### src/csr_commit_pkg.sv
/*
 * Types and constants shared by the dual-retire commit stage.
 * Only fflags, mscratch, mepc, mcause and minstret are mapped.
 * Other CSR addresses read as zero and drop writes.
 * No privilege levels, interrupts, vector state or debug mode.
 */
`default_nettype none

package csr_commit_pkg;

    // Commit queue geometry
    localparam int QUEUE_DEPTH = 4;
    localparam int QPTR_W      = $clog2(QUEUE_DEPTH);
    localparam int QCNT_W      = $clog2(QUEUE_DEPTH + 1);  // Count must reach QUEUE_DEPTH

    // CSR map
    localparam logic [11:0] CSR_FFLAGS   = 12'h001;
    localparam logic [11:0] CSR_MSCRATCH = 12'h340;
    localparam logic [11:0] CSR_MEPC     = 12'h341;
    localparam logic [11:0] CSR_MCAUSE   = 12'h342;
    localparam logic [11:0] CSR_MINSTRET = 12'hB02;

    localparam logic [3:0] CAUSE_ECALL = 4'd11;  // Environment call from M-mode

    // Instruction kinds seen at commit
    typedef enum logic [3:0] {
        OP_ALU    = 4'd0,
        OP_FPU    = 4'd1,
        OP_CSRRW  = 4'd2,
        OP_CSRRS  = 4'd3,
        OP_CSRRC  = 4'd4,
        OP_CSRRWI = 4'd5,
        OP_CSRRSI = 4'd6,
        OP_CSRRCI = 4'd7,
        OP_ECALL  = 4'd8,
        OP_MRET   = 4'd9
    } op_t;

    // Commands to the register file
    typedef enum logic [2:0] {
        CMD_NOPE  = 3'd0,   // Idle
        CMD_READ  = 3'd1,
        CMD_WRITE = 3'd2,   // Write, no read-back needed
        CMD_RW    = 3'd3,
        CMD_SET   = 3'd4,
        CMD_CLEAR = 3'd5,
        CMD_SYS   = 3'd6    // Trap, ECALL or MRET
    } csr_cmd_t;

    // One entry of the commit queue
    typedef struct packed {
        logic        valid;
        op_t         op;
        logic [4:0]  rd;
        logic [4:0]  rs1;
        logic [11:0] csr_addr;
        logic [63:0] data;      // Operand or result from execute
        logic [63:0] pc;
        logic [4:0]  fflags;
        logic        xcpt;      // Exception raised earlier in the pipe
        logic [3:0]  cause;
    } commit_instr_t;

endpackage

`default_nettype wire

### src/csr_req_if.sv
/*
 * CSR request from the commit decoder to the register file.
 * cmd at CMD_NOPE means no CSR action this cycle; retire_cnt and
 * fflags_acc still apply every cycle.
 * rsp_busy flows back and stalls instructions that need a response.
 */
`default_nettype none

interface csr_req_if ();
    import csr_commit_pkg::*;

    csr_cmd_t    cmd;
    logic [11:0] addr;
    logic [63:0] wdata;
    op_t         op;
    logic [63:0] pc;
    logic        xcpt;
    logic [3:0]  cause;
    logic [1:0]  retire_cnt;   // Instructions counted by minstret
    logic [4:0]  fflags_acc;   // OR of retired FPU flags
    logic        rsp_busy;     // Response path full

    modport source (
        output cmd, addr, wdata, op, pc, xcpt, cause, retire_cnt, fflags_acc,
        input  rsp_busy
    );

    modport sink (
        input  cmd, addr, wdata, op, pc, xcpt, cause, retire_cnt, fflags_acc,
        output rsp_busy
    );

endinterface

`default_nettype wire

### src/commit_queue.sv
/*
 * Four-entry commit queue, one push and up to two pops per cycle.
 * in_ready_o looks at the occupancy before this cycle's pops, so a
 * full queue refuses input even while it retires.
 * Slot 1 of head_o is only valid when slot 0 is.
 */
`default_nettype none

module commit_queue (
    input  logic                                clk_i,
    input  logic                                arst_n_i,
    input  logic                                in_valid_i,
    input  csr_commit_pkg::op_t                 in_op_i,
    input  logic [4:0]                          in_rd_i,
    input  logic [4:0]                          in_rs1_i,
    input  logic [11:0]                         in_csr_addr_i,
    input  logic [63:0]                         in_data_i,
    input  logic [63:0]                         in_pc_i,
    input  logic [4:0]                          in_fflags_i,
    input  logic                                in_xcpt_i,
    input  logic [3:0]                          in_cause_i,
    output logic                                in_ready_o,
    input  logic [1:0]                          retire_i,
    output csr_commit_pkg::commit_instr_t [1:0] head_o
);
    import csr_commit_pkg::*;

    commit_instr_t     mem_q [QUEUE_DEPTH];
    commit_instr_t     in_entry;
    logic [QPTR_W-1:0] wr_ptr_q;
    logic [QPTR_W-1:0] rd_ptr_q;
    logic [QPTR_W-1:0] rd_ptr_p1;
    logic [QCNT_W-1:0] count_q;
    logic              push;
    logic [1:0]        pop_cnt;

    assign in_ready_o = (count_q < QCNT_W'(QUEUE_DEPTH));
    assign push       = in_valid_i && in_ready_o;
    assign pop_cnt    = {1'b0, retire_i[0]} + {1'b0, retire_i[1]};
    assign rd_ptr_p1  = rd_ptr_q + 1'b1;   // Wraps with the pointer width

    always_comb begin
        in_entry.valid    = 1'b1;
        in_entry.op       = in_op_i;
        in_entry.rd       = in_rd_i;
        in_entry.rs1      = in_rs1_i;
        in_entry.csr_addr = in_csr_addr_i;
        in_entry.data     = in_data_i;
        in_entry.pc       = in_pc_i;
        in_entry.fflags   = in_fflags_i;
        in_entry.xcpt     = in_xcpt_i;
        in_entry.cause    = in_cause_i;
    end

    always_ff @(posedge clk_i) begin
        if (push) begin
            mem_q[wr_ptr_q] <= in_entry;
        end
    end

    always_ff @(posedge clk_i or negedge arst_n_i) begin
        if (!arst_n_i) begin
            wr_ptr_q <= '0;
            rd_ptr_q <= '0;
            count_q  <= '0;
        end else begin
            if (push) begin
                wr_ptr_q <= wr_ptr_q + 1'b1;
            end
            rd_ptr_q <= rd_ptr_q + QPTR_W'(pop_cnt);
            count_q  <= count_q + QCNT_W'(push) - QCNT_W'(pop_cnt);
        end
    end

    // Valid bits come from the count, stored entries carry stale flags
    always_comb begin
        head_o[0]       = mem_q[rd_ptr_q];
        head_o[0].valid = (count_q != '0);
        head_o[1]       = mem_q[rd_ptr_p1];
        head_o[1].valid = (count_q > QCNT_W'(1));
    end

    // The decoder never retires an entry the queue does not hold
    a_pop_in_range: assert property (@(posedge clk_i) disable iff (!arst_n_i)
        QCNT_W'(pop_cnt) <= count_q);

    a_no_push_full: assert property (@(posedge clk_i) disable iff (!arst_n_i)
        (count_q == QCNT_W'(QUEUE_DEPTH)) |-> !push);

endmodule

`default_nettype wire

### src/csr_interface.sv
/*
 * Commit decoder: picks 0, 1 or 2 retirements from the queue head
 * and builds the CSR request from slot 0. Purely combinational.
 * Slot 1 only retires next to a plain slot 0, and only as ALU/FPU.
 * Anything needing a response waits at slot 0 while rsp_busy is high.
 */
`default_nettype none

module csr_interface (
    input  csr_commit_pkg::commit_instr_t [1:0] head_i,
    output logic [1:0]                          retire_o,
    csr_req_if.source                           req
);
    import csr_commit_pkg::*;

    commit_instr_t slot0;
    commit_instr_t slot1;
    csr_cmd_t      cmd_int;
    logic [63:0]   wdata_int;
    logic          needs_rsp0;   // Slot 0 produces a response
    logic          trap0;
    logic          slot1_plain;
    logic          retire0;
    logic          retire1;
    logic [4:0]    fflags0;
    logic [4:0]    fflags1;

    assign slot0 = head_i[0];
    assign slot1 = head_i[1];

    // Command decode of the oldest entry
    always_comb begin
        cmd_int = CMD_NOPE;
        case (slot0.op)
            OP_CSRRW, OP_CSRRWI: begin
                cmd_int = (slot0.rd == 5'd0) ? CMD_WRITE : CMD_RW;
            end
            OP_CSRRS, OP_CSRRSI: begin
                cmd_int = (slot0.rs1 == 5'd0) ? CMD_READ : CMD_SET;
            end
            OP_CSRRC, OP_CSRRCI: begin
                cmd_int = (slot0.rs1 == 5'd0) ? CMD_READ : CMD_CLEAR;
            end
            OP_ECALL, OP_MRET: begin
                cmd_int = CMD_SYS;
            end
            default: begin
                cmd_int = CMD_NOPE;        // ALU and FPU need no CSR
            end
        endcase
        if (slot0.xcpt) begin
            cmd_int = CMD_SYS;             // Pending exception wins over the op
        end
    end

    // Immediate forms carry the zero-extended uimm in rs1
    always_comb begin
        if (slot0.op inside {OP_CSRRWI, OP_CSRRSI, OP_CSRRCI}) begin
            wdata_int = {59'b0, slot0.rs1};
        end else begin
            wdata_int = slot0.data;
        end
    end

    assign needs_rsp0  = (cmd_int != CMD_NOPE);
    assign trap0       = slot0.xcpt || (slot0.op == OP_ECALL);
    assign slot1_plain = slot1.valid && !slot1.xcpt &&
                         ((slot1.op == OP_ALU) || (slot1.op == OP_FPU));

    assign retire0 = slot0.valid && !(needs_rsp0 && req.rsp_busy);
    assign retire1 = retire0 && !needs_rsp0 && slot1_plain;  // Slot 0 plain too

    always_comb begin
        retire_o = {retire1, retire0};
        // Popping slot 1 alone would reorder the program
        a_retire_order: assert (retire_o != 2'b10);
    end

    // Request towards the register file
    assign req.cmd   = retire0 ? cmd_int : CMD_NOPE;
    assign req.addr  = slot0.csr_addr;
    assign req.wdata = wdata_int;
    assign req.op    = slot0.op;
    assign req.pc    = slot0.pc;
    assign req.xcpt  = retire0 && slot0.xcpt;
    assign req.cause = slot0.cause;

    // Traps leave minstret alone, 01 for one retired and 10 for two
    assign req.retire_cnt = (retire0 && !trap0) ? {retire1, !retire1} : 2'b00;

    assign fflags0 = (retire0 && (slot0.op == OP_FPU) && !slot0.xcpt) ? slot0.fflags : 5'b0;
    assign fflags1 = (retire1 && (slot1.op == OP_FPU)) ? slot1.fflags : 5'b0;
    assign req.fflags_acc = fflags0 | fflags1;

endmodule

`default_nettype wire

### src/csr_regfile.sv
/*
 * CSR register file with a two-stage response path.
 * CSR state and the response are captured on the retire edge; the
 * response reaches rsp_valid_o one cycle later and holds until taken.
 * A CSR write to minstret or fflags overrides that cycle's count/flags.
 */
`default_nettype none

module csr_regfile (
    input  logic        clk_i,
    input  logic        arst_n_i,
    csr_req_if.sink     req,
    input  logic        rsp_ready_i,
    output logic        rsp_valid_o,
    output logic [63:0] rsp_data_o,
    output logic        rsp_trap_o,
    output logic [63:0] rsp_pc_o
);
    import csr_commit_pkg::*;

    logic [4:0]  fflags_q;
    logic [63:0] mscratch_q;
    logic [63:0] mepc_q;
    logic [63:0] mcause_q;
    logic [63:0] minstret_q;
    logic [63:0] old_val;
    logic [63:0] new_val;
    logic [63:0] trap_cause;
    logic [63:0] rsp_next;
    logic        csr_we;
    logic        take_trap;
    logic        is_mret;
    logic        pend_valid_q;   // Response captured, not yet at the port
    logic [63:0] pend_data_q;
    logic        pend_trap_q;
    logic [63:0] pend_pc_q;
    logic        pend_move;

    always_comb begin
        case (req.addr)
            CSR_FFLAGS:   old_val = {59'b0, fflags_q};
            CSR_MSCRATCH: old_val = mscratch_q;
            CSR_MEPC:     old_val = mepc_q;
            CSR_MCAUSE:   old_val = mcause_q;
            CSR_MINSTRET: old_val = minstret_q;
            default:      old_val = 64'b0;   // Unmapped
        endcase
    end

    always_comb begin
        case (req.cmd)
            CMD_WRITE, CMD_RW: new_val = req.wdata;
            CMD_SET:           new_val = old_val | req.wdata;
            CMD_CLEAR:         new_val = old_val & ~req.wdata;
            default:           new_val = old_val;
        endcase
    end

    assign csr_we     = req.cmd inside {CMD_WRITE, CMD_RW, CMD_SET, CMD_CLEAR};
    assign take_trap  = (req.cmd == CMD_SYS) && (req.xcpt || (req.op == OP_ECALL));
    assign is_mret    = (req.cmd == CMD_SYS) && !take_trap && (req.op == OP_MRET);
    assign trap_cause = {60'b0, (req.xcpt ? req.cause : CAUSE_ECALL)};

    always_comb begin
        if (take_trap) begin
            rsp_next = trap_cause;      // New mcause
        end else if (is_mret) begin
            rsp_next = mepc_q;
        end else begin
            rsp_next = old_val;
        end
    end

    always_ff @(posedge clk_i or negedge arst_n_i) begin
        if (!arst_n_i) begin
            fflags_q   <= '0;
            mscratch_q <= '0;
            mepc_q     <= '0;
            mcause_q   <= '0;
            minstret_q <= '0;
        end else begin
            if (csr_we && (req.addr == CSR_FFLAGS)) begin
                fflags_q <= new_val[4:0];
            end else begin
                fflags_q <= fflags_q | req.fflags_acc;
            end
            if (csr_we && (req.addr == CSR_MSCRATCH)) begin
                mscratch_q <= new_val;
            end
            if (take_trap) begin
                mepc_q   <= req.pc;
                mcause_q <= trap_cause;
            end else begin
                if (csr_we && (req.addr == CSR_MEPC)) begin
                    mepc_q <= new_val;
                end
                if (csr_we && (req.addr == CSR_MCAUSE)) begin
                    mcause_q <= new_val;
                end
            end
            if (csr_we && (req.addr == CSR_MINSTRET)) begin
                minstret_q <= new_val;     // Writer itself is not counted
            end else begin
                minstret_q <= minstret_q + 64'(req.retire_cnt);
            end
        end
    end

    // Response path
    assign pend_move    = pend_valid_q && (!rsp_valid_o || rsp_ready_i);
    assign req.rsp_busy = pend_valid_q && rsp_valid_o && !rsp_ready_i;

    always_ff @(posedge clk_i or negedge arst_n_i) begin
        if (!arst_n_i) begin
            pend_valid_q <= 1'b0;
            rsp_valid_o  <= 1'b0;
        end else begin
            if (req.cmd != CMD_NOPE) begin
                pend_valid_q <= 1'b1;
            end else if (pend_move) begin
                pend_valid_q <= 1'b0;
            end
            if (pend_move) begin
                rsp_valid_o <= 1'b1;
            end else if (rsp_ready_i) begin
                rsp_valid_o <= 1'b0;
            end
        end
    end

    always_ff @(posedge clk_i) begin
        if (req.cmd != CMD_NOPE) begin
            pend_data_q <= rsp_next;
            pend_trap_q <= take_trap;
            pend_pc_q   <= req.pc;
        end
        if (pend_move) begin
            rsp_data_o <= pend_data_q;
            rsp_trap_o <= pend_trap_q;
            rsp_pc_o   <= pend_pc_q;
        end
    end

    // Decoder must hold requests while both response stages are full
    a_no_cmd_busy: assert property (@(posedge clk_i) disable iff (!arst_n_i)
        req.rsp_busy |-> (req.cmd == CMD_NOPE));

    a_rsp_hold: assert property (@(posedge clk_i) disable iff (!arst_n_i)
        (rsp_valid_o && !rsp_ready_i) |=>
            (rsp_valid_o && $stable(rsp_data_o) && $stable(rsp_trap_o) && $stable(rsp_pc_o)));

endmodule

`default_nettype wire

### src/csr_commit_top.sv
/*
 * Dual-retire commit stage: queue, commit decoder, CSR file.
 * Input to response takes 2 cycles when idle, more under back-pressure.
 * Responses come out in program order, one per CSR op, trap or MRET.
 */
`default_nettype none

module csr_commit_top (
    input  logic                clk_i,
    input  logic                arst_n_i,
    input  logic                in_valid_i,
    input  csr_commit_pkg::op_t in_op_i,
    input  logic [4:0]          in_rd_i,
    input  logic [4:0]          in_rs1_i,
    input  logic [11:0]         in_csr_addr_i,
    input  logic [63:0]         in_data_i,
    input  logic [63:0]         in_pc_i,
    input  logic [4:0]          in_fflags_i,
    input  logic                in_xcpt_i,
    input  logic [3:0]          in_cause_i,
    output logic                in_ready_o,
    output logic                rsp_valid_o,
    output logic [63:0]         rsp_data_o,
    output logic                rsp_trap_o,
    output logic [63:0]         rsp_pc_o,
    input  logic                rsp_ready_i
);
    import csr_commit_pkg::*;

    commit_instr_t [1:0] head;     // Two oldest queue entries
    logic [1:0]          retire;

    csr_req_if req_if ();

    commit_queue u_queue (
        .clk_i         (clk_i),
        .arst_n_i      (arst_n_i),
        .in_valid_i    (in_valid_i),
        .in_op_i       (in_op_i),
        .in_rd_i       (in_rd_i),
        .in_rs1_i      (in_rs1_i),
        .in_csr_addr_i (in_csr_addr_i),
        .in_data_i     (in_data_i),
        .in_pc_i       (in_pc_i),
        .in_fflags_i   (in_fflags_i),
        .in_xcpt_i     (in_xcpt_i),
        .in_cause_i    (in_cause_i),
        .in_ready_o    (in_ready_o),
        .retire_i      (retire),
        .head_o        (head)
    );

    csr_interface u_csr_if (
        .head_i   (head),
        .retire_o (retire),
        .req      (req_if.source)
    );

    csr_regfile u_regfile (
        .clk_i       (clk_i),
        .arst_n_i    (arst_n_i),
        .req         (req_if.sink),
        .rsp_ready_i (rsp_ready_i),
        .rsp_valid_o (rsp_valid_o),
        .rsp_data_o  (rsp_data_o),
        .rsp_trap_o  (rsp_trap_o),
        .rsp_pc_o    (rsp_pc_o)
    );

endmodule

`default_nettype wire

### config.mk
export PLATFORM = sky130hd
export DESIGN_NAME = csr_commit_top
export DESIGN_NICKNAME = d
export VERILOG_FILES = /design/src/csr_commit_pkg.sv /design/src/csr_req_if.sv /design/src/commit_queue.sv /design/src/csr_interface.sv /design/src/csr_regfile.sv /design/src/csr_commit_top.sv
export SDC_FILE = /design/constraint.sdc
export NUM_CORES = 2
export LEC_CHECK = 0
export BUFFER_PORTS_ARGS = -buffer_cell sky130_fd_sc_hd__buf_2
export CORE_MARGIN = 1.5
export CORE_UTILIZATION = 55
export CTS_CLUSTER_DIAMETER = 80
export DETAILED_ROUTE_END_ITERATION = 6
export PLACE_DENSITY_LB_ADDON = 0.3
export SLEW_MARGIN = 40
export SYNTH_ARGS = -nofsm -noshare
export SYNTH_HDL_FRONTEND = slang
export SYNTH_SLANG_ARGS = --single-unit
### constraint.sdc
create_clock -name clk_i -period 33.3 [get_ports clk_i]
set_clock_uncertainty 0.1 [all_clocks]
set_input_delay 3.33 -clock clk_i [delete_from_list [all_inputs] [get_ports clk_i]]
set_output_delay 3.33 -clock clk_i [all_outputs]
set_load 0.005 [all_outputs]
* After elaboration in Yosys (flattened, before gate mapping)
Memories as Yosys holds them, arrays and structs flattened.
Index checks and enable logic that the tools add are counted.
** Storage, ports and cells
- Register bits after elaboration :: 528
- Bits in latches :: 0
- Bits in writable memories :: 656
- Memory bits (read-only) :: 0
- Logic and storage cells :: 132
- Memories :: 1
** Operators by class
- Add/sub/neg operators :: 7
- $mul :: 0
- Divide/modulo/power cells :: 0
- $lt $le $gt $ge :: 2
- Eq/ne operators :: 20
- Shift operators :: 0
- Muxes and demuxes :: 27
- Bitwise operators :: 5
- Reductions and logical operators :: 53
** Memory list
- u_queue.mem_q :: depth 4, bits a word 164, rd ports 2, clocked after Yosys merged registers in 0, wr ports 1, line commit_queue.sv:28 : commit_instr_t mem_q [QUEUE_DEPTH];
** Operators by type and width (number)
- 64-bit two-way mux :: 7
- 64-bit case mux with 5 select lines :: 1
- 64-bit case mux with 3 select lines :: 1
- 64-bit by 2-bit adder with 64-bit output :: 1
- 64-bit bitwise AND :: 1
- 64-bit NOT :: 1
- 64-bit OR :: 1
- 12-bit by 10-bit == test with 1-bit output, second input constant :: 3
- 1-bit logical AND :: 23
- 4-bit by 3-bit == test with 1-bit output, second input constant :: 4
- 5-bit two-way mux :: 3
- 12-bit by 1-bit == test with 1-bit output, second input constant :: 1
- 12-bit == test, second input constant :: 1
- 3-bit two-way mux :: 4
- 3-bit case mux with 4 select lines :: 1
- 3-bit nonzero test :: 4
- 5-bit zero test :: 2
- 5-bit OR :: 2
- 2-bit OR reduction :: 5
- 3-bit == test, second input constant :: 3
- 1-bit zero test :: 9
- 4-bit by 1-bit == test with 1-bit output, second input constant :: 2
- 4-bit by 2-bit == test with 1-bit output, second input constant :: 2
- 4-bit == test, second input constant :: 2
- 15 further kinds :: 30

* Logic depth before layout (Yosys ltp)
An unclocked memory read counts as a cell.
- Depth in word-level cells :: 17
- Depth in mapped cells :: 22

* By module
From an unflattened synthesis, not the netlist that was laid out.
** Second synthesis, totals
- Cells, all modules :: 3383
- Area, all modules :: 53580.1 um2
** By module, submodules not included
- commit_queue :: instances 1, cells an instance 1096, area an instance 28406.0 um2, seq. area each 19874.1 um2
- csr_regfile :: instances 1, cells an instance 2068, area an instance 23675.2 um2, seq. area each 14328.7 um2
- csr_interface :: instances 1, cells an instance 219, area an instance 1498.9 um2, seq. area each 0.0 um2

* Worst setup path after synthesis
Ideal clock, no wire load.
- Path kind :: input to register
- Start :: input port rsp_ready_i
- End :: register u_regfile.pend_data_q[0], enable pin
- Arrival time :: 12.233 ns
- Required time :: 32.424 ns
- Path slack :: 20.191 ns
- Stages :: 2
- Path through :: and3b_1 > nor3_1
** Between the ends
- Longest elaborated chain between the ends :: 7
** Ends and longest elaborated chain
- start: declaration :: line csr_commit_top.sv:26 : input logic rsp_ready_i
- 1-bit zero test :: line csr_regfile.sv:111 : assign req.rsp_busy = pend_valid_q && rsp_valid_o && !rsp_ready_i;
- 1-bit logical AND :: line csr_regfile.sv:111
- 1-bit logical AND :: line csr_interface.sv:70 : assign retire0 = slot0.valid && !(needs_rsp0 && req.rsp_busy);
- 1-bit zero test :: line csr_interface.sv:70
- 1-bit logical AND :: line csr_interface.sv:70
- 3-bit two-way mux :: line csr_interface.sv:80 : assign req.cmd = retire0 ? cmd_int : CMD_NOPE;
- 3-bit nonzero test :: line csr_regfile.sv:132 : if (req.cmd != CMD_NOPE) begin
- end signal: assignment :: line csr_regfile.sv:133 : pend_data_q <= rsp_next;
- end: declaration :: line csr_regfile.sv:34 : logic [63:0] pend_data_q;
No other way between the ends.
A chain may end at the register's enable or synchronous reset.

* Worst setup path in the final report
- Start :: input port rsp_ready_i
- End :: register u_regfile.mcause_q[49]
** Between the ends
- Longest elaborated chain between the ends :: 11
** Ends and longest elaborated chain
- 1-bit zero test * :: line csr_regfile.sv:111
- 1-bit logical AND * :: line csr_regfile.sv:111
- 1-bit logical AND * :: line csr_interface.sv:70
- 1-bit zero test * :: line csr_interface.sv:70
- 1-bit logical AND * :: line csr_interface.sv:70
- 3-bit two-way mux :: line csr_interface.sv:80
- 3-bit by 2-bit == test with 1-bit output :: line csr_regfile.sv:51, csr_regfile.sv:59
- 2-bit OR reduction :: line csr_regfile.sv:51 : case (req.cmd)
- 64-bit case mux with 3 select lines :: line csr_regfile.sv:51
- 64-bit two-way mux :: line csr_regfile.sv:97 : if (csr_we && (req.addr == CSR_MCAUSE)) begin
- 64-bit two-way mux :: line csr_regfile.sv:90 : if (take_trap) begin
- end signal: assignment :: line csr_regfile.sv:92 : mcause_q <= trap_cause;
- end signal: assignment :: line csr_regfile.sv:98 : mcause_q <= new_val;
- end: declaration :: line csr_regfile.sv:24 : logic [63:0] mcause_q;
Mark *: on every way between the ends. The rest lies on a longest branch, timed or not. The select of a mux whose other input is x is not followed.

==> results by group <==
Outcome
  • Status: complete, no violations

CTS
  • Clock Tree Buf Depth: 3
  • Worst-path clk slew: 60 ps
  • Root Buffer: clkbuf_16
  • CTS tree: built
  • CTS Hold Bufs: 0
  • PostCTS Resize Cnt: 0
  • Post-CTS setup buffers: 0
  • Worst-skew pair later-pin latency: 700 ps
  • Clock sink total: 1184
  • Cts bufs inserted: 117
  • H-tree levels: 3

Synth
  • Sequential share of the synthesized area: 72.0%
  • Synth warn: 0
  • Synth Register Bits: 1184
  • Multiplexer share of the synthesized area: 9.36%
  • Mapped Area: 47500 um^2
  • Post-synth top area cell: edfxtp_1
  • Synth Area in Compound Gates: 8.74%
  • Post-Synth XOR/XNOR Area: 1.25%
  • EDFF count, synth: 914
  • Fraction of registers with async set or reset after synthesis: 22.8%
  • Synth Net Count: 3243
  • Largest family of logic cells by synthesized area: multiplexers
  • Top-count cell post-synth: edfxtp_1
  • Primary FF master, synth: edfxtp_1
  • Synthesized instance count: 3062
  • Area fraction of the dominant cell type after synthesis: 57.8%
  • Synth Area in Adders: 0.374%
  • Simple-Gate Fraction of Synth Area: 6.24%
  • Cell variety after synth: 67
  • Syn Area/Cell: 15.5 um^2
  • Synth top cells by count: edfxtp_1 (914), dfrtp_1 (270), nand2_1 (229)
  • Main area contributors after synthesis: edfxtp_1 (58%), dfrtp_1 (14%), mux4_2 (7.6%)

Floorplan
  • Vert. Die Dim: 297 um
  • Num ports: 299
  • Die X: 297 um
  • Initial Util: 55.6%
  • Die ar.: 88200 um^2
  • Rows: 107
  • Core area: 85400 um^2

Power and ir drop
  • P per Cell Area: 88.7 nW/um^2
  • Leakage: 19.6 nW
  • Worst vdd ir: 79.1 uV

Timing
  • Final number of hold-violating endpoints: 0
  • Setup TNS: 0 ps
  • Fmax achieved: 155 MHz
  • Slew Limit Fails: 0
  • Worst slew margin: 39.6%
  • Setup violators final: 0
  • Worst Max-Slew Pin Slew: 906 ps
  • Final worst path period share: 19.4%
  • RSZ-0062 raised after global routing: no
  • Final min period: 6460 ps

Route
  • Via/cell ratio: 6.21
  • Avg WL per Cell: 24.5 um
  • Vias: 28400
  • Pre-antenna DRT Iters: 6
  • ANT nets after route: 0
  • DRC: 0
  • Aggregate routed wire length: 112000 um
  • Drt initial violations: 3056

Critical path
  • Critical path type: primary input to register
  • Crit path largest cell delay: 860 ps
  • Worst path slowest cell: or4b_4
  • Reg-to-Reg Start: u_queue.rd_ptr_q[1]
  • CP Launch Point: rsp_ready_i
  • WP data arrival: 6890 ps
  • Worst setup SP type: primary input
  • Cell breakdown of the critical path: buf_2 > and3b_1 > nor2_1 > o211ai_2 > and2_4 > buf_12 > or4b_4 > buf_4 > nand3_1 > o21ai_1
  • CP Capture Type: register
  • R2R cell count: 19
  • Critical Path RT: 33730 ps
  • CP max FO: 66

Final layout
  • Layout Nets: 3512
  • Ratio of cells with drive above 1 in the final layout: 21.0%
  • Final Cell Area: 54300 um^2
  • Max reg flops: 656
  • Fill count: 6117
  • Layout area overhead: 14.3%
  • Top reg by flops: u_queue.mem_q

Flow run
  • Maxcap violations: 0

Placement
  • Post-DP HPWL: 68900 um
  • IO buf count: 298
  • Placed cell areas: 50300 um^2
  • GP Congestion: 0.831

Global route
  • First-pass GRT wire length: 172000 um
  • Total grt overflow: 0
  • Initial antenna violation count: 23
  • Tot GR Track Use: 25.3%
  • Vias in the first global route: 28400
  • Largest net degree at the start of global routing: 130

Hold path
  • Hold Crit Start: u_regfile.pend_pc_q[17]
  • Hold crit path type: register to register
  • Worst hold path depth: 0
## layout by cell type, fill, tap and decap left out, types with 6 or more instances in the layout
cell | Yosys | layout
clkinv_1 | 0 | 19
inv_1 | 21 | 20
clkbuf_16 | 0 | 121
nor2b_1 | 8 | 7
mux2i_1 | 82 | 82
nand3_1 | 95 | 94
and3_1 | 25 | 25
buf_6 | 9 | 9
nor2_1 | 215 | 215
nand4_1 | 19 | 19
a211oi_1 | 119 | 119
and2_4 | 0 | 6
o21ai_1 | 51 | 51
buf_2 | 33 | 297
mux4_2 | 160 | 158
xnor2_1 | 48 | 48
bufinv_16 | 0 | 14
inv_6 | 0 | 6
a21oi_1 | 127 | 127
and2_1 | 14 | 7
buf_12 | 1 | 14
ha_1 | 11 | 11
dfrtp_1 | 270 | 268
xor2_1 | 20 | 20
nand2_1 | 229 | 227
clkinv_2 | 0 | 20
edfxtp_1 | 914 | 914
clkbuf_1 | 116 | 27
nand2b_1 | 6 | 6
a22oi_1 | 123 | 123
nor3_1 | 10 | 7
buf_4 | 10 | 19
o21ai_0 | 217 | 217
nor4_1 | 10 | 7
## power by group
part           total (mW)  internal [mW]  leakage [nW]  switching [mW]
Combinational        1.33          0.468          5.57           0.863
Sequential           2.15           2.01          12.1           0.139
Clock                1.33          0.782          1.91           0.551
Total                4.81           3.26          19.6            1.55
## final timing paths
kind / end / slack (ps)
min in group asynchronous: u_regfile.mepc_q[38] / 2460
worst min-delay path: u_regfile.rsp_pc_o[17] / 310
worst min register to register: u_regfile.rsp_pc_o[17] / 310
worst max register to register: u_regfile.minstret_q[62] / 27520
max in group asynchronous: u_queue.rd_ptr_q[1] / 29400
worst max-delay path: u_regfile.mcause_q[49] / 26840
## metrics by stage
stage               hold slack (ps)  utilization [%]  cells  power (mW)  setup slack (ps)
finish                          308             63.6   4580        4.81             26840
global route                    308             63.5   4576        5.02             26650
CTS                             302             63.4   4572        4.83             26930
detailed placement              305             58.9   4353        3.50             26210
global placement                300             58.5   4341        3.42             26400
floorplan                       300                -   3062        3.03             20190
## cells by family after synthesis
kind of cell    count (synthesis)
flops                        1184
mux                           244
buf+inv                       215
compound gates                676
xor+xnor                       68
fa+ha+maj                      13
simple gates                  662
## routing by layer
metal	GRT usage, %	up-vias	share of wire [%]
met5	0	-	0.21
met4	8.15	36	2.8
met3	4.98	243	7.7
met2	40.9	1257	48
met1	34.9	14500	41
li1	-	12400	-
## critical path: cells and delay by family
| kind | cells | cell delay [ps] |
|---|---|---|
| buffers and inverters | 3 | 800 |
| AO/OA/AOI/OAI | 2 | 410 |
| AND/OR/NAND/NOR | 5 | 2260 |
## final cells by class
cell class | instances | area, um^2 | share of cell area [%]
Multi-Input combinational cell | 1663 | 12500 | 23.0
Antenna cell | 5 | 12.5 | 0.0230
Clock buffer | 152 | 3180 | 5.87
Timing Repair Buffer | 344 | 2140 | 3.93
Sequential cell | 1184 | 34200 | 63.0
Inverter | 21 | 83.8 | 0.154
Clock inverter | 67 | 724 | 1.33
Tap cell | 1144 | 1430 | 2.64
No activity file was read; power rests on OpenSTA's default activity.
